`src/include/bpu_config.svh`:
```
`ifndef BPU_CONFIG_SVH
`define BPU_CONFIG_SVH

// fetch pc after reset
`define BPU_INIT_PC 32'h1c00_0000

// btb and bht share index width and depth
`define BPU_BTB_LEN 9
`define BPU_BTB_DEPTH 512

// tag comes from pc bits starting at bit 12
`define BPU_TAG_LEN 8

// local history per bht entry
`define BPU_HISTORY_LEN 5

// pht index = {history, pc[10:3]}
`define BPU_PHT_PC_LEN 8
`define BPU_PHT_LEN 13
`define BPU_PHT_DEPTH 8192

// return address stack
`define BPU_RAS_LEN 3
`define BPU_RAS_DEPTH 8

`endif

```
`src/bpu_pkg.sv`:
```
`include "bpu_config.svh"

package bpu_pkg;

    typedef enum logic [1:0] {
        BR_NORMAL = 2'b00, // conditional branch
        BR_JUMP   = 2'b01, // b / jirl not used as return
        BR_CALL   = 2'b10, // bl
        BR_RET    = 2'b11  // jirl back through ra
    } br_type_t;

    typedef struct packed {
        logic [31:0]             target_pc;
        logic [`BPU_TAG_LEN-1:0] tag;
        br_type_t                br_type;
        logic                    is_branch;
    } btb_entry_t;

    typedef struct packed {
        logic [`BPU_HISTORY_LEN-1:0] history;
    } bht_entry_t;

    typedef struct packed {
        logic [1:0] scnt; // 2-bit saturating counter
    } pht_entry_t;

    // feedback from the back end, one per slot
    typedef struct packed {
        logic                        update;
        logic [31:0]                 pc;
        logic [31:0]                 target_pc;
        logic                        taken;
        logic                        is_branch;
        br_type_t                    branch_type;
        logic                        type_miss;
        logic                        target_miss;
        logic [`BPU_HISTORY_LEN-1:0] history; // history seen at predict time
        logic [1:0]                  scnt;    // counter seen at predict time
    } correct_info_t;

    typedef struct packed {
        logic [31:0]                 target_pc;
        logic [31:0]                 next_pc;
        logic                        is_branch;
        br_type_t                    br_type;
        logic                        taken;
        logic [1:0]                  scnt;
        logic                        need_update; // no btb entry for this pc
        logic [`BPU_HISTORY_LEN-1:0] history;
    } predict_info_t;

    typedef struct packed {
        logic [31:0]            pc;
        logic [1:0]             mask;
        predict_info_t [1:0]    predict_infos;
    } fetch_pkt_t;

    // sized for the widest table, narrow tables use the low bits
    typedef struct packed {
        logic                    we;
        logic                    bank;
        logic [`BPU_PHT_LEN-1:0] addr;
    } table_wr_t;

    function automatic logic [`BPU_BTB_LEN-1:0] btb_hash(input logic [31:0] pc);
        return pc[17:9] ^ pc[11:3]; // fold high pc bits onto the word index
    endfunction

    function automatic logic [`BPU_TAG_LEN-1:0] pc_tag(input logic [31:0] pc);
        return pc[`BPU_TAG_LEN+11:12];
    endfunction

    function automatic logic [1:0] next_scnt(input logic [1:0] scnt, input logic taken);
        if (taken) begin
            return (scnt == 2'b11) ? 2'b11 : scnt + 2'd1;
        end
        return (scnt == 2'b00) ? 2'b00 : scnt - 2'd1;
    endfunction

endpackage

```
`src/bpu_next_pc.sv`:
```
`timescale 1ns/1ps

`include "bpu_config.svh"

module bpu_next_pc (
    input  logic                                 clk,
    input  logic                                 rst_n,
    input  logic                                 flush_i,
    input  logic [31:0]                          redir_addr_i,
    input  bpu_pkg::btb_entry_t [1:0]            btb_rdata_i,
    input  bpu_pkg::bht_entry_t [1:0]            bht_rdata_i,
    input  bpu_pkg::pht_entry_t [1:0]            pht_rdata_i,
    input  logic [31:0]                          ras_top_i,
    output logic [`BPU_BTB_LEN-1:0]              btb_raddr_o, // also the bht index
    output logic [1:0][`BPU_PHT_LEN-1:0]         pht_raddr_o,
    output logic                                 pkt_valid_o,
    output bpu_pkg::fetch_pkt_t                  pkt_o,
    input  logic                                 pkt_ready_i
);

    import bpu_pkg::*;

    logic [31:0]       pc_q;
    logic              valid_q;   // out of reset
    logic [31:0]       pc_seq;    // next aligned packet
    logic [31:0]       pc_next;
    logic [1:0]        tag_match;
    logic [1:0]        taken;
    logic [1:0]        mask;
    logic [1:0][31:0]  target;
    logic [1:0][31:0]  slot_next; // fall-through or target per slot

    always_ff @(posedge clk) begin
        if (!rst_n) begin
            pc_q    <= `BPU_INIT_PC;
            valid_q <= 1'b0;
        end else begin
            valid_q <= 1'b1;
            if (flush_i) begin
                pc_q <= redir_addr_i; // flush beats back-pressure
            end else if (valid_q && pkt_ready_i) begin
                pc_q <= pc_next;
            end
        end
    end

    assign btb_raddr_o = btb_hash(pc_q);
    assign pc_seq      = {pc_q[31:3] + 29'd1, 3'b000};

    for (genvar i = 0; i < 2; i++) begin : g_slot
        assign tag_match[i]   = btb_rdata_i[i].tag == pc_tag(pc_q);
        // jumps always taken, conditionals follow the counter msb
        assign taken[i]       = btb_rdata_i[i].is_branch & tag_match[i]
                              & ((btb_rdata_i[i].br_type != BR_NORMAL) | pht_rdata_i[i].scnt[1]);
        assign target[i]      = (btb_rdata_i[i].br_type == BR_RET) ? ras_top_i
                                                                   : btb_rdata_i[i].target_pc;
        assign pht_raddr_o[i] = {bht_rdata_i[i].history, pc_q[`BPU_PHT_PC_LEN+2:3]};
    end

    assign slot_next[0] = taken[0] ? target[0] : {pc_q[31:3], 3'b100};
    assign slot_next[1] = taken[1] ? target[1] : pc_seq;

    // slot 1 dropped after a taken slot 0, slot 0 dropped on an odd pc
    assign mask = {~taken[0] | pc_q[2], ~pc_q[2]};

    always_comb begin
        pc_next = pc_seq;
        if (taken[0] && !pc_q[2]) begin
            pc_next = target[0];
        end else if (taken[1]) begin
            pc_next = target[1];
        end
    end

    always_comb begin
        pkt_o.pc   = pc_q;
        pkt_o.mask = mask;
        for (int i = 0; i < 2; i++) begin
            pkt_o.predict_infos[i].target_pc   = target[i];
            pkt_o.predict_infos[i].next_pc     = slot_next[i];
            pkt_o.predict_infos[i].is_branch   = btb_rdata_i[i].is_branch;
            pkt_o.predict_infos[i].br_type     = btb_rdata_i[i].br_type;
            pkt_o.predict_infos[i].taken       = taken[i];
            pkt_o.predict_infos[i].scnt        = pht_rdata_i[i].scnt;
            pkt_o.predict_infos[i].need_update = ~tag_match[i]; // miss, back end must train
            pkt_o.predict_infos[i].history     = bht_rdata_i[i].history;
        end
    end

    assign pkt_valid_o = valid_q;

    // fetch addresses are word aligned
    a_redir_aligned: assert property (
        @(posedge clk) disable iff (!rst_n) flush_i |-> (redir_addr_i[1:0] == 2'b00)
    );

endmodule

```
`config.mk`:
```
export PLATFORM = sky130hd
export DESIGN_NAME = bpu_next_pc
export DESIGN_NICKNAME = d
export VERILOG_FILES = /design/src/bpu_pkg.sv /design/src/bpu_next_pc.sv
export VERILOG_INCLUDE_DIRS = /design/src /design/src/include
export SDC_FILE = /design/constraint.sdc
export NUM_CORES = 1
export LEC_CHECK = 0
export BUFFER_PORTS_ARGS = -buffer_cell sky130_fd_sc_hd__buf_2
export CELL_PAD_IN_SITES_DETAIL_PLACEMENT = 1
export CELL_PAD_IN_SITES_GLOBAL_PLACEMENT = 2
export CORE_MARGIN = 2
export CORE_UTILIZATION = 19
export DETAILED_ROUTE_END_ITERATION = 16
export GPL_ROUTABILITY_DRIVEN = 0
export MAX_ROUTING_LAYER = met4
export PLACE_DENSITY_LB_ADDON = 0.3
export SETUP_SLACK_MARGIN = 0.2
export SLEW_MARGIN = 20
export SYNTH_ARGS = -nofsm -noshare
export SYNTH_HDL_FRONTEND = slang
export SYNTH_SLANG_ARGS = --single-unit
```
`constraint.sdc`:
```
create_clock -name clk -period 2.7 [get_ports clk]
set_clock_uncertainty 0.1 [all_clocks]
set_input_delay 0.135 -clock clk [delete_from_list [all_inputs] [get_ports clk]]
set_output_delay 0.135 -clock clk [all_outputs]
set_load 0.05 [all_outputs]
```
### Yosys cells after proc, flatten, opt, wreduce, memory -nomap -nowiden

Index checks and enable logic that the tools add are counted.

* output and inout bits: 222
* logic and storage cells: 33
* bits in registers: 33
* input port bits: 168

* eq/ne operators: 4
* reduce and logical (&&, ||, !) cells: 6
* bitwise logic cells: 12
* mux-type cells: 8
* add/sub/neg operators: 1

Operators by type and width (number)
* $mux W32: 7
* $add A29 B1 Y29 const B: 1
* $eq A8 B8 Y1: 2
* $xor A9 B9 Y9: 1
* $reduce_bool A2 Y1: 3
* $and A1 B1 Y1: 4
* $eq A2 B2 Y1 const B: 2
* $not A1 Y1: 4
* $or A1 B1 Y1: 3
* $logic_and A1 B1 Y1: 2
* $logic_not A1 Y1: 1
* $mux W1: 1

### Depth between registers and ports, before layout

Gate-level depths: netlist of the first run.

* word-level depth: 7
* depth in mapped cells: 11
* depth with buffers taken out: 8

### Least setup slack after synthesis of the first run

Ideal clock, no wire load.

* kind: flip-flop to flip-flop
* from: register pc_q[4]
* to: register pc_q[21]
* library setup time: 0.063 ns
* arrival time: 3.227 ns
* path buffers: 0
* cell stages (with the launch flop): 8
* slack: -0.690 ns
* cell sequence: dfxtp_1 -> ha_1 -> nand3_1 -> nor3_1 -> nand3b_1 -> xor2_1 -> o21ai_0 -> a31o_1

RTL lines
* start: declaration: RTL line bpu_next_pc.sv:23 `logic [31:0] pc_q;`
* start signal: assignment: RTL line bpu_next_pc.sv:35 `` pc_q <= `BPU_INIT_PC; ``
* start signal: assignment: RTL line bpu_next_pc.sv:40 `pc_q <= redir_addr_i;`
* start signal: assignment: RTL line bpu_next_pc.sv:42 `pc_q <= pc_next;`

==> metrics.txt, run 1 <==
# TYPE chip_impl_metric gauge
chip_impl_metric{name="synthesis.area",unit="um2"} 4600
chip_impl_metric{name="peakVddDrop",unit="V"} 0.000172
chip_impl_metric{name="mappedNetlistNets",unit=""} 732
chip_impl_metric{name="drive_above_1_share",unit="%"} 62.5
chip_impl_metric{name="insertion_delay",unit="ns"} 0.30
chip_impl_info{name="critical_path.slowest_cell",value="sky130_fd_sc_hd__or4_4"} 1
chip_impl_metric{name="drt_drc_violations_left",unit=""} 0
chip_impl_metric{name="deepest_level_of_the_cts_h_tree",unit=""} 2
chip_impl_metric{name="period_share",unit="%"} 92.2
chip_impl_metric{name="timing.slew.headroom",unit="%"} 24.5
chip_impl_metric{name="totalWireLength",unit="mm"} 26.7
chip_impl_metric{name="yosysUniqueCellTypes",unit=""} 55
chip_impl_metric{name="postSynthRegisterBits",unit=""} 33
chip_impl_info{name="root_buffer",value="sky130_fd_sc_hd__clkbuf_16"} 1
chip_impl_metric{name="initial_antenna_violation_count",unit=""} 2
chip_impl_metric{name="floorplan.rows",unit=""} 56
chip_impl_metric{name="dr_total_vias",unit=""} 5538
chip_impl_metric{name="die_width",unit="um"} 160
chip_impl_metric{name="timing.final.ws_setup",unit="ns"} 0.210
chip_impl_info{name="clock_tree_from_tritoncts",value="yes"} 1
chip_impl_metric{name="yosys_warnings",unit=""} 0
chip_impl_metric{name="crit_arrival",unit="ns"} 2.25
chip_impl_metric{name="drtAntennaViolNets",unit=""} 0
chip_impl_metric{name="num_io_pins",unit=""} 390
chip_impl_metric{name="grt_max_degree",unit=""} 29
chip_impl_metric{name="reg2reg_setup_slack",unit="ns"} 0.42
chip_impl_metric{name="groute.usage.overall",unit="%"} 20.0
chip_impl_metric{name="clk_path_buf_depth",unit=""} 2
chip_impl_metric{name="pwr_density_cell",unit="nW/um2"} 376
chip_impl_metric{name="grt_pass1_vias",unit=""} 5919
chip_impl_metric{name="net_total_in_the_final_layout",unit=""} 1072
chip_impl_metric{name="die_h",unit="um"} 160
chip_impl_metric{name="growth_of_design_area_from_synthesis_to_finish",unit="%"} 61.6
chip_impl_metric{name="synth-seq-area-share",unit="%"} 14.4
chip_impl_metric{name="wire_per_inst",unit="um"} 21.8
chip_impl_metric{name="timing.hold.ws",unit="ns"} 0.00716
chip_impl_metric{name="max_slew.worst_pin.slew",unit="ns"} 1.13
chip_impl_metric{name="floorplan.initialDensity",unit="%"} 19.5
chip_impl_metric{name="post-route-util",unit="%"} 31.5
chip_impl_info{name="min_delay_worst_type",value="in -> reg"} 1
chip_impl_metric{name="hpwl",unit="mm"} 20.5
chip_impl_metric{name="post-layout-total-power",unit="mW"} 2.79
chip_impl_info{name="timing.setup.critical_path_class",value="reg -> out"} 1
chip_impl_metric{name="path_clk_slew",unit="ns"} 0.07
chip_impl_metric{name="routed_via_density",unit=""} 4.52
chip_impl_metric{name="cts_sink_count",unit=""} 33
chip_impl_metric{name="timing.final.hold_violations",unit=""} 0
chip_impl_metric{name="hold_path_stages",unit=""} 3
chip_impl_metric{name="globalRoute.totalOverflow",unit=""} 0
chip_impl_metric{name="critPathMaxFanout",unit=""} 7
chip_impl_info{name="layout.cells.most_common_list",value="324 x sky130_fd_sc_hd__buf_2, 72 x sky130_fd_sc_hd__buf_4, 52 x sky130_fd_sc_hd__mux2i_1"} 1
chip_impl_metric{name="portBuffers",unit=""} 355
chip_impl_metric{name="leakage",unit="nW"} 3.68
chip_impl_metric{name="synth.avg_cell_area",unit="um2"} 8.17
chip_impl_metric{name="drt-pass1-iter-count",unit=""} 4
chip_impl_metric{name="inserted_clock_buffers",unit=""} 5
chip_impl_metric{name="final.fill_count",unit=""} 2922
chip_impl_metric{name="synth_edf_count",unit=""} 0
chip_impl_metric{name="grt_pass1_wl",unit="mm"} 37.5
chip_impl_info{name="synthFlopType",value="sky130_fd_sc_hd__dfxtp_1"} 1
chip_impl_info{name="worstSetupStartpointType",value="register"} 1
chip_impl_metric{name="timing.max_cap.violations",unit=""} 0
chip_impl_metric{name="fp.dieArea",unit="um2"} 25500
chip_impl_info{name="worstSetupEndpointType",value="output pin"} 1
chip_impl_metric{name="crit_path_time_final",unit="ns"} 2.49
chip_impl_metric{name="crit_required",unit="ns"} 2.47
chip_impl_info{name="crit_path_cell_trace",value="nand4_4 -> or4_4 -> nor4_4 -> xor2_1 -> a21o_1 -> buf_6"} 1
chip_impl_metric{name="pre_cts_slack",unit="ns"} 0.272
chip_impl_metric{name="cp_slowest_stage_delay",unit="ns"} 0.63
chip_impl_metric{name="totalNegativeSetupSlack",unit="ns"} 0
chip_impl_metric{name="drt_iter0_drc",unit=""} 170
chip_impl_metric{name="syn_inst",unit=""} 563
chip_impl_metric{name="coreArea",unit="um2"} 23600
chip_impl_metric{name="setup-violations-final",unit=""} 0
chip_impl_metric{name="fmaxAchievable",unit="GHz"} 0.402
chip_impl_info{name="unrepaired_setup_endpoints_after_global_routing",value="yes"} 1
chip_impl_metric{name="r2r.worst_path.cells",unit=""} 8
chip_impl_metric{name="asyncSetResetFlopFracSynth",unit="%"} 0
chip_impl_info{name="run_status",value="finished clean"} 1
chip_impl_metric{name="timing.final.max_slew_violations",unit=""} 0
chip_impl_info{name="mostFrequentLayoutCell",value="sky130_fd_sc_hd__buf_2"} 1
==> cell type report <==
class	count	area (um2)	area share, %
multi-input cells	394	3390	45.6
well taps	319	399	5.37
repair buffers	427	2620	35.3
inverters	42	163	2.19
diodes	2	5.00	0.0673
flip-flops and latches	33	718	9.66
clock buffers	8	136	1.84
==> what timing repair did <==
action / CTS / global route
setup endpoints to repair: 44 / 50
setup buffers: 14 / 16
hold endpoints to repair: 1 / 0
resized for setup: 25 / 61
cloned: 0 / 4
hold buffers: 1 / 0
pin swaps: 4 / 9
==> cells in the mapped netlist (5+ instances only) <==
cell type	number	area share, %
sky130_fd_sc_hd__clkbuf_1	11	0.90
sky130_fd_sc_hd__o22ai_1	23	3.1
sky130_fd_sc_hd__nand2_1	33	2.7
sky130_fd_sc_hd__buf_2	9	0.98
sky130_fd_sc_hd__xor2_1	21	4.0
sky130_fd_sc_hd__nand4_1	12	1.6
sky130_fd_sc_hd__and2_1	7	0.95
sky130_fd_sc_hd__mux2i_1	65	14
sky130_fd_sc_hd__nor2_1	24	2.0
sky130_fd_sc_hd__xnor2_1	28	5.3
sky130_fd_sc_hd__o21ai_0	9	0.98
sky130_fd_sc_hd__o21ai_1	5	0.54
sky130_fd_sc_hd__buf_6	14	3.4
sky130_fd_sc_hd__buf_4	51	8.3
sky130_fd_sc_hd__dfxtp_1	33	14
sky130_fd_sc_hd__a31o_1	5	0.95
sky130_fd_sc_hd__a22oi_1	25	4.1
sky130_fd_sc_hd__nand3_1	13	1.4
sky130_fd_sc_hd__mux2_2	49	12
sky130_fd_sc_hd__inv_1	40	3.3
sky130_fd_sc_hd__a21oi_1	17	1.9
sky130_fd_sc_hd__nor3_1	9	0.98
==> registers in the layout (all words and copies together) (netlist names) <==
register,cells
pc_q,32
pkt_valid_o,1
==> layer usage <==
| layer | vias up | routed length, um | GRT usage, % |
|---|---|---|---|
| li1 | 2634 | - | - |
| met1 | 2638 | 10700 | 21.8 |
| met5 | - | 0 | - |
| met3 | 38 | 1600 | 3.88 |
| met2 | 228 | 14000 | 37.1 |
| met4 | 0 | 473 | 5.25 |
==> power by group <==
| part | switching [mW] | internal [mW] | leakage (nW) | total [mW] |
|---|---|---|---|---|
| registers | 0.0554 | 0.515 | 0.284 | 0.571 |
| logic | 1.15 | 0.479 | 3.33 | 1.63 |
| clock network | 0.252 | 0.344 | 0.0652 | 0.596 |
==> stage by stage <==
| step | area (um2) | instances |
|---|---|---|
| after CTS | 7030 | 1203 |
| after global placement | 6680 | 1180 |
| final | 7430 | 1225 |
| after detailed placement | 6680 | 1180 |
| after floorplan | 4820 | 563 |
| after global routing | 7430 | 1225 |
==> path summary, 6_finish.rpt <==
check                                 startpoint         end
worst max-delay path                    pc_q[13]  pkt_o[118]
worst min-delay path            redir_addr_i[26]    pc_q[26]
worst max register to register          pc_q[16]    pc_q[11]
worst min register to register           pc_q[0]     pc_q[0]
==> critical path: cells and delay by family (launching register included) <==
family	cells	cell delay [ns]
AND/OR/NAND/NOR	3	1.00
flip-flops	1	0.41
XOR/XNOR	1	0.22
AO/OA/AOI/OAI	1	0.18
buffers and inverters	1	0.17
==> logic make-up after synthesis <==
kind of cell,count (synthesis),share of synthesized area (%)
xor+xnor,52,10.4
mux,114,26.1
simple gates,118,13.7
flops,33,14.4
fa+ha+maj,1,0.272
compound gates,109,16.0
buf+inv,136,19.1
Power figures use the tool's default switching activity.
==> inputs of run 2 (changes only) <==
--- a/config.mk
+++ b/config.mk
@@ -9,7 +9,6 @@
 export BUFFER_PORTS_ARGS = -buffer_cell sky130_fd_sc_hd__buf_2
 export CELL_PAD_IN_SITES_DETAIL_PLACEMENT = 1
 export CELL_PAD_IN_SITES_GLOBAL_PLACEMENT = 2
-export CORE_MARGIN = 2
 export CORE_UTILIZATION = 19
 export DETAILED_ROUTE_END_ITERATION = 16
 export GPL_ROUTABILITY_DRIVEN = 0
==> metrics.txt, run 2 (synthesis gave the netlist of run 1 again) <==
# TYPE chip_impl_metric gauge
chip_impl_info{name="root_buffer",value="sky130_fd_sc_hd__clkbuf_16"} 1
chip_impl_metric{name="hold_path_stages",unit=""} 5
chip_impl_info{name="clock_tree_from_tritoncts",value="yes"} 1
chip_impl_metric{name="grt_pass1_wl",unit="mm"} 35.4
chip_impl_metric{name="fmaxAchievable",unit="GHz"} 0.392
chip_impl_metric{name="pwr_density_cell",unit="nW/um2"} 388
chip_impl_metric{name="drive_above_1_share",unit="%"} 62.0
chip_impl_info{name="worstSetupEndpointType",value="output pin"} 1
chip_impl_info{name="regMostFlops",value="pc_q"} 1
chip_impl_metric{name="timing.final.max_slew_violations",unit=""} 0
chip_impl_metric{name="insertion_delay",unit="ns"} 0.30
chip_impl_metric{name="post-route-util",unit="%"} 31.3
chip_impl_metric{name="crit_path_time_final",unit="ns"} 2.55
chip_impl_metric{name="grt_max_degree",unit=""} 27
chip_impl_metric{name="final_cell_count_no_fill",unit=""} 1213
chip_impl_metric{name="period_share",unit="%"} 94.5
chip_impl_info{name="min_delay_worst_type",value="in -> reg"} 1
chip_impl_metric{name="final.fill_count",unit=""} 2927
chip_impl_metric{name="num_io_pins",unit=""} 390
chip_impl_metric{name="wire_per_inst",unit="um"} 21.1
chip_impl_metric{name="drtAntennaViolNets",unit=""} 0
chip_impl_info{name="mostFrequentLayoutCell",value="sky130_fd_sc_hd__buf_2"} 1
chip_impl_metric{name="inserted_clock_buffers",unit=""} 5
chip_impl_metric{name="routed_via_density",unit=""} 4.52
chip_impl_metric{name="hpwl",unit="mm"} 19.9
chip_impl_metric{name="dr_total_vias",unit=""} 5477
chip_impl_metric{name="timing.hold.ws",unit="ns"} 0.0361
chip_impl_metric{name="drt_iter0_drc",unit=""} 192
chip_impl_metric{name="timing.slew.headroom",unit="%"} 34.8
chip_impl_metric{name="grt_pass1_vias",unit=""} 5692
chip_impl_metric{name="max_ffs_per_register",unit=""} 32
chip_impl_metric{name="globalRoute.totalOverflow",unit=""} 0
chip_impl_metric{name="crit_arrival",unit="ns"} 2.32
chip_impl_metric{name="floorplan.rows",unit=""} 56
chip_impl_info{name="layout.cells.most_common_list",value="324 x sky130_fd_sc_hd__buf_2, 52 x sky130_fd_sc_hd__mux2i_1, 50 x sky130_fd_sc_hd__buf_4"} 1
chip_impl_metric{name="initial_antenna_violation_count",unit=""} 0
chip_impl_info{name="timing.setup.critical_path_class",value="reg -> out"} 1
chip_impl_metric{name="die_h",unit="um"} 158
chip_impl_metric{name="critPathMaxFanout",unit=""} 6
chip_impl_info{name="worstSetupStartpointType",value="register"} 1
chip_impl_metric{name="floorplan.initialDensity",unit="%"} 19.5
chip_impl_info{name="run_status",value="finished clean"} 1
chip_impl_metric{name="coreArea",unit="um2"} 23600
chip_impl_metric{name="groute.usage.overall",unit="%"} 20.1
chip_impl_metric{name="post-layout-total-power",unit="mW"} 2.86
chip_impl_metric{name="crit_required",unit="ns"} 2.47
chip_impl_metric{name="fp.dieArea",unit="um2"} 24800
chip_impl_metric{name="setup-violations-final",unit=""} 0
chip_impl_metric{name="drt-pass1-iter-count",unit=""} 4
chip_impl_metric{name="r2r.worst_path.cells",unit=""} 6
chip_impl_metric{name="totalNegativeSetupSlack",unit="ns"} 0
chip_impl_metric{name="clk_path_buf_depth",unit=""} 2
chip_impl_info{name="unrepaired_setup_endpoints_after_global_routing",value="yes"} 1
chip_impl_metric{name="cts_sink_count",unit=""} 33
chip_impl_metric{name="die_width",unit="um"} 158
chip_impl_metric{name="max_slew.worst_pin.slew",unit="ns"} 0.972
chip_impl_metric{name="leakage",unit="nW"} 3.65
chip_impl_metric{name="peakVddDrop",unit="V"} 0.000190
chip_impl_metric{name="deepest_level_of_the_cts_h_tree",unit=""} 2
chip_impl_metric{name="net_total_in_the_final_layout",unit=""} 1061
chip_impl_metric{name="timing.max_cap.violations",unit=""} 0
chip_impl_metric{name="totalWireLength",unit="mm"} 25.6
chip_impl_metric{name="growth_of_design_area_from_synthesis_to_finish",unit="%"} 60.8
chip_impl_metric{name="drt_drc_violations_left",unit=""} 0
chip_impl_metric{name="numPlacedInstances",unit=""} 1175
chip_impl_metric{name="portBuffers",unit=""} 355
chip_impl_metric{name="path_clk_slew",unit="ns"} 0.07
chip_impl_metric{name="timing.final.hold_violations",unit=""} 0
run 2: cell type report:
| class | count | area [um2] | area share [%] |
|---|---|---|---|
| multi-input combinational | 394 | 3390 | 45.9 |
| timing repair buffer | 416 | 2550 | 34.6 |
| sequential | 33 | 717 | 9.70 |
| tap | 319 | 399 | 5.40 |
| inverter | 42 | 163 | 2.20 |
| clock buffer | 6 | 150 | 2.03 |
| clock inverter | 2 | 15.0 | 0.203 |
| antenna | 1 | 2.50 | 0.0338 |
run 2: worst paths after layout:
check	startpoint	to	slack (ns)
hold / removal	redir_addr_i[27]	pc_q[27]	0.04
hold reg to reg	pc_q[0]	pc_q[0]	0.49
setup reg to reg	pc_q[18]	pc_q[3]	0.40
setup / recovery	pc_q[3]	pkt_o[118]	0.15
run 2: power by group:
part | switching (mW) | internal [mW]
clock | 0.272 | 0.401
sequential | 0.0577 | 0.515
combinational | 1.14 | 0.480
run 2: metrics by stage:
| stage | setup WS, ns | instance area [um2] |
|---|---|---|
| after floorplan | 0.0740 | 4820 |
| after CTS | 0.136 | 7070 |
| after global routing | 0.0696 | 7390 |
| after detailed placement | 0.203 | 6610 |
| final | 0.148 | 7390 |
| after global placement | 0.180 | 6610 |
run 2: metal layers:
| metal | track usage [%] | share of wire, % | vias to the layer above |
|---|---|---|---|
| met5 | - | 0 | - |
| met4 | 3.70 | 1.1 | 0 |
| met3 | 3.22 | 5.3 | 34 |
| met2 | 38.5 | 54 | 206 |
| met1 | 21.5 | 40 | 2631 |
| li1 | - | - | 2606 |
run 2: worst max-delay path: stages, from the launching register on:
cell and delay, ns:
sky130_fd_sc_hd__dfxtp_4 0.37, sky130_fd_sc_hd__nand4_1 0.23, sky130_fd_sc_hd__or4_4 0.58, sky130_fd_sc_hd__nor4_4 0.19, sky130_fd_sc_hd__xor2_1 0.28, sky130_fd_sc_hd__a21o_1 0.20, sky130_fd_sc_hd__buf_6 0.17
run 2: what timing repair did:
item	in CTS	in global routing
hold buffers	2	0
resized for setup	32	55
setup buffers	13	9
pin swaps	7	10
endpoints found under the hold margin	2	0
gates cloned	2	3
setup endpoints to repair	46	41
==> inputs of run 3 (changes only) <==
--- a/config.mk
+++ b/config.mk
@@ -8,9 +8,10 @@
 export LEC_CHECK = 0
 export BUFFER_PORTS_ARGS = -buffer_cell sky130_fd_sc_hd__buf_2
 export CELL_PAD_IN_SITES_DETAIL_PLACEMENT = 1
-export CELL_PAD_IN_SITES_GLOBAL_PLACEMENT = 2
-export CORE_UTILIZATION = 19
+export CELL_PAD_IN_SITES_GLOBAL_PLACEMENT = 1
+export CORE_AREA = 2 2 153 155
 export DETAILED_ROUTE_END_ITERATION = 16
+export DIE_AREA = 0 0 155 157
 export GPL_ROUTABILITY_DRIVEN = 0
 export MAX_ROUTING_LAYER = met4
 export PLACE_DENSITY_LB_ADDON = 0.3
==> metrics.txt, run 3 (synthesis gave the netlist of run 1 again) <==
# TYPE chip_impl_metric gauge
chip_impl_info{name="run_status",value="finished clean"} 1
chip_impl_metric{name="hold_path_stages",unit=""} 3
chip_impl_metric{name="pwr_density_cell",unit="nW/um2"} 364
chip_impl_info{name="layout.cells.most_common_list",value="316 x sky130_fd_sc_hd__buf_2, 71 x sky130_fd_sc_hd__buf_4, 52 x sky130_fd_sc_hd__mux2i_1"} 1
chip_impl_metric{name="die_h",unit="um"} 157
chip_impl_metric{name="pre_cts_slack",unit="ns"} 0.254
chip_impl_info{name="hold_path_end",value="pc_q[31]"} 1
chip_impl_metric{name="r2r.worst_path.cells",unit=""} 9
chip_impl_info{name="clock_tree_from_tritoncts",value="yes"} 1
chip_impl_metric{name="timing.slew.headroom",unit="%"} 47.5
chip_impl_metric{name="leakage",unit="nW"} 3.82
chip_impl_metric{name="wl_met1",unit="mm"} 9.98
chip_impl_info{name="min_delay_worst_type",value="in -> reg"} 1
chip_impl_metric{name="drtAntennaViolNets",unit=""} 0
chip_impl_metric{name="totalNegativeSetupSlack",unit="ns"} 0
chip_impl_info{name="critical_path.reg2reg.startpoint",value="pc_q[14]"} 1
chip_impl_metric{name="dr_total_vias",unit=""} 5592
chip_impl_metric{name="drt-pass1-iter-count",unit=""} 4
chip_impl_info{name="crit_path_cell_trace",value="nand4_4 -> or4_4 -> nor4_4 -> xor2_2 -> a21o_1 -> buf_6"} 1
chip_impl_metric{name="setup-violations-final",unit=""} 0
chip_impl_metric{name="crit_arrival",unit="ns"} 2.28
chip_impl_info{name="regMostFlops",value="pc_q"} 1
chip_impl_metric{name="drt_drc_violations_left",unit=""} 0
chip_impl_metric{name="reg2reg_setup_slack",unit="ns"} 0.35
chip_impl_info{name="critical_path.reg2reg.endpoint",value="pc_q[2]"} 1
chip_impl_metric{name="max_slew.worst_pin.slew",unit="ns"} 0.786
chip_impl_metric{name="groute.usage.overall",unit="%"} 19.9
chip_impl_info{name="worstSetupEndpointType",value="output pin"} 1
chip_impl_metric{name="deepest_level_of_the_cts_h_tree",unit=""} 2
chip_impl_metric{name="growth_of_design_area_from_synthesis_to_finish",unit="%"} 67.7
chip_impl_info{name="critical_path.slowest_cell",value="sky130_fd_sc_hd__or4_4"} 1
chip_impl_metric{name="post_dp_cell_area",unit="um2"} 6580
chip_impl_metric{name="coreArea",unit="um2"} 22500
chip_impl_metric{name="peakVddDrop",unit="V"} 0.000168
chip_impl_metric{name="met2_wirelength",unit="mm"} 13.2
chip_impl_metric{name="portBuffers",unit=""} 355
chip_impl_metric{name="insertion_delay",unit="ns"} 0.29
chip_impl_metric{name="timing.max_cap.violations",unit=""} 0
chip_impl_metric{name="num_io_pins",unit=""} 390
chip_impl_metric{name="max_ffs_per_register",unit=""} 32
chip_impl_info{name="root_buffer",value="sky130_fd_sc_hd__clkbuf_16"} 1
chip_impl_metric{name="post-route-util",unit="%"} 34.3
chip_impl_info{name="timing.setup.critical_path_class",value="reg -> out"} 1
chip_impl_metric{name="final.fill_count",unit=""} 2741
chip_impl_metric{name="critPathMaxFanout",unit=""} 7
chip_impl_metric{name="cts_sink_count",unit=""} 33
chip_impl_info{name="worstSetupStartpointType",value="register"} 1
chip_impl_metric{name="crit_path_time_final",unit="ns"} 2.51
chip_impl_metric{name="path_clk_slew",unit="ns"} 0.06
chip_impl_metric{name="routed_via_density",unit=""} 4.66
chip_impl_metric{name="drt_iter0_drc",unit=""} 136
chip_impl_info{name="mostFrequentLayoutCell",value="sky130_fd_sc_hd__buf_2"} 1
chip_impl_metric{name="die_width",unit="um"} 155
chip_impl_metric{name="wire_per_inst",unit="um"} 20.9
chip_impl_metric{name="fp.dieArea",unit="um2"} 24300
chip_impl_metric{name="grt_max_degree",unit=""} 32
chip_impl_metric{name="clk_path_buf_depth",unit=""} 2
chip_impl_metric{name="timing.final.ws_setup",unit="ns"} 0.187
chip_impl_metric{name="floorplan.initialDensity",unit="%"} 20.4
chip_impl_info{name="unrepaired_setup_endpoints_after_global_routing",value="yes"} 1
chip_impl_metric{name="inserted_clock_buffers",unit=""} 5
chip_impl_metric{name="net_total_in_the_final_layout",unit=""} 1081
chip_impl_metric{name="floorplan.rows",unit=""} 55
chip_impl_metric{name="grt_pass1_wl",unit="mm"} 35.8
chip_impl_metric{name="finish.instance_area",unit="um2"} 7710
chip_impl_metric{name="fmaxAchievable",unit="GHz"} 0.398
chip_impl_info{name="worstHoldStart",value="redir_addr_i[31]"} 1
chip_impl_metric{name="drive_above_1_share",unit="%"} 62.5
chip_impl_metric{name="timing.final.hold_violations",unit=""} 0
chip_impl_metric{name="crit_required",unit="ns"} 2.47
chip_impl_metric{name="cp_slowest_stage_delay",unit="ns"} 0.61
chip_impl_metric{name="hpwl",unit="mm"} 19.1
chip_impl_metric{name="met3_wirelength",unit="mm"} 1.43
chip_impl_info{name="top_routing_layer_in_use",value="met4"} 1
chip_impl_metric{name="timing.final.max_slew_violations",unit=""} 0
chip_impl_metric{name="period_share",unit="%"} 93.1
chip_impl_metric{name="totalWireLength",unit="mm"} 25.1
chip_impl_metric{name="initial_antenna_violation_count",unit=""} 1
chip_impl_metric{name="grt_pass1_vias",unit=""} 5960
chip_impl_metric{name="globalRoute.totalOverflow",unit=""} 0
-- run 3: layout make-up --
class                   count  area, um2  share of cell area [%]
diodes                      1       2.50                  0.0324
clock buffers               8        136                    1.77
inverters                  42        163                    2.11
multi-input cells         394       3460                    44.9
flip-flops and latches     33        713                    9.25
well taps                 285        357                    4.62
repair buffers            436       2880                    37.3
-- run 3: metal layers --
layer	track usage (%)	vias up
met1	22.5	2683
met5	-	-
met2	36.7	230
li1	-	2649
met4	4.14	0
met3	3.74	30
-- run 3: report_power, final --
group / total [mW] / switching (mW) / internal, mW / leakage, nW
logic: 1.66 / 1.15 / 0.513 / 3.47
registers: 0.571 / 0.0551 / 0.516 / 0.283
clock network: 0.577 / 0.233 / 0.344 / 0.0652
total: 2.81 / 1.44 / 1.37 / 3.82
-- run 3: repair_timing --
item	4_1_cts	5_1_grt
setup endpoints to repair	47	75
endpoints found under the hold margin	2	0
gates resized for setup	55	89
pin swaps	11	9
setup buffers	28	12
cloned	3	3
hold buffers	2	0
-- run 3: worst max-delay path: cells and delay by family, from the launching register on --
family / cells / cell delay, ns
buffers and inverters: 1 / 0.16
AO/OA/AOI/OAI: 1 / 0.16
flip-flops: 1 / 0.37
AND/OR/NAND/NOR: 3 / 1.06
XOR/XNOR: 1 / 0.23
-- run 3: worst max path at each step --
stage	to	slack, ns	startpoint
final	pkt_o[118]	0.19	pc_q[7]
after global placement	pkt_o[118]	0.24	pc_q[13]
after floorplan	pkt_o[12]	0.07	pc_q[18]
after global routing	pkt_o[118]	0.08	pc_q[3]
after detailed placement	pkt_o[118]	0.25	pc_q[14]
after CTS	pkt_o[118]	0.13	pc_q[3]
-- run 3: per-stage QoR --
stage | std cells | hold WS (ns) | total power [mW]
finish | 1199 | 0.0490 | 2.81
detailed placement | 1142 | 0.170 | 2.15
global placement | 1142 | 0.170 | 2.15
global route | 1199 | 0.0673 | 2.95
floorplan | 563 | 0.0627 | 1.81
CTS | 1183 | 0.0407 | 2.80
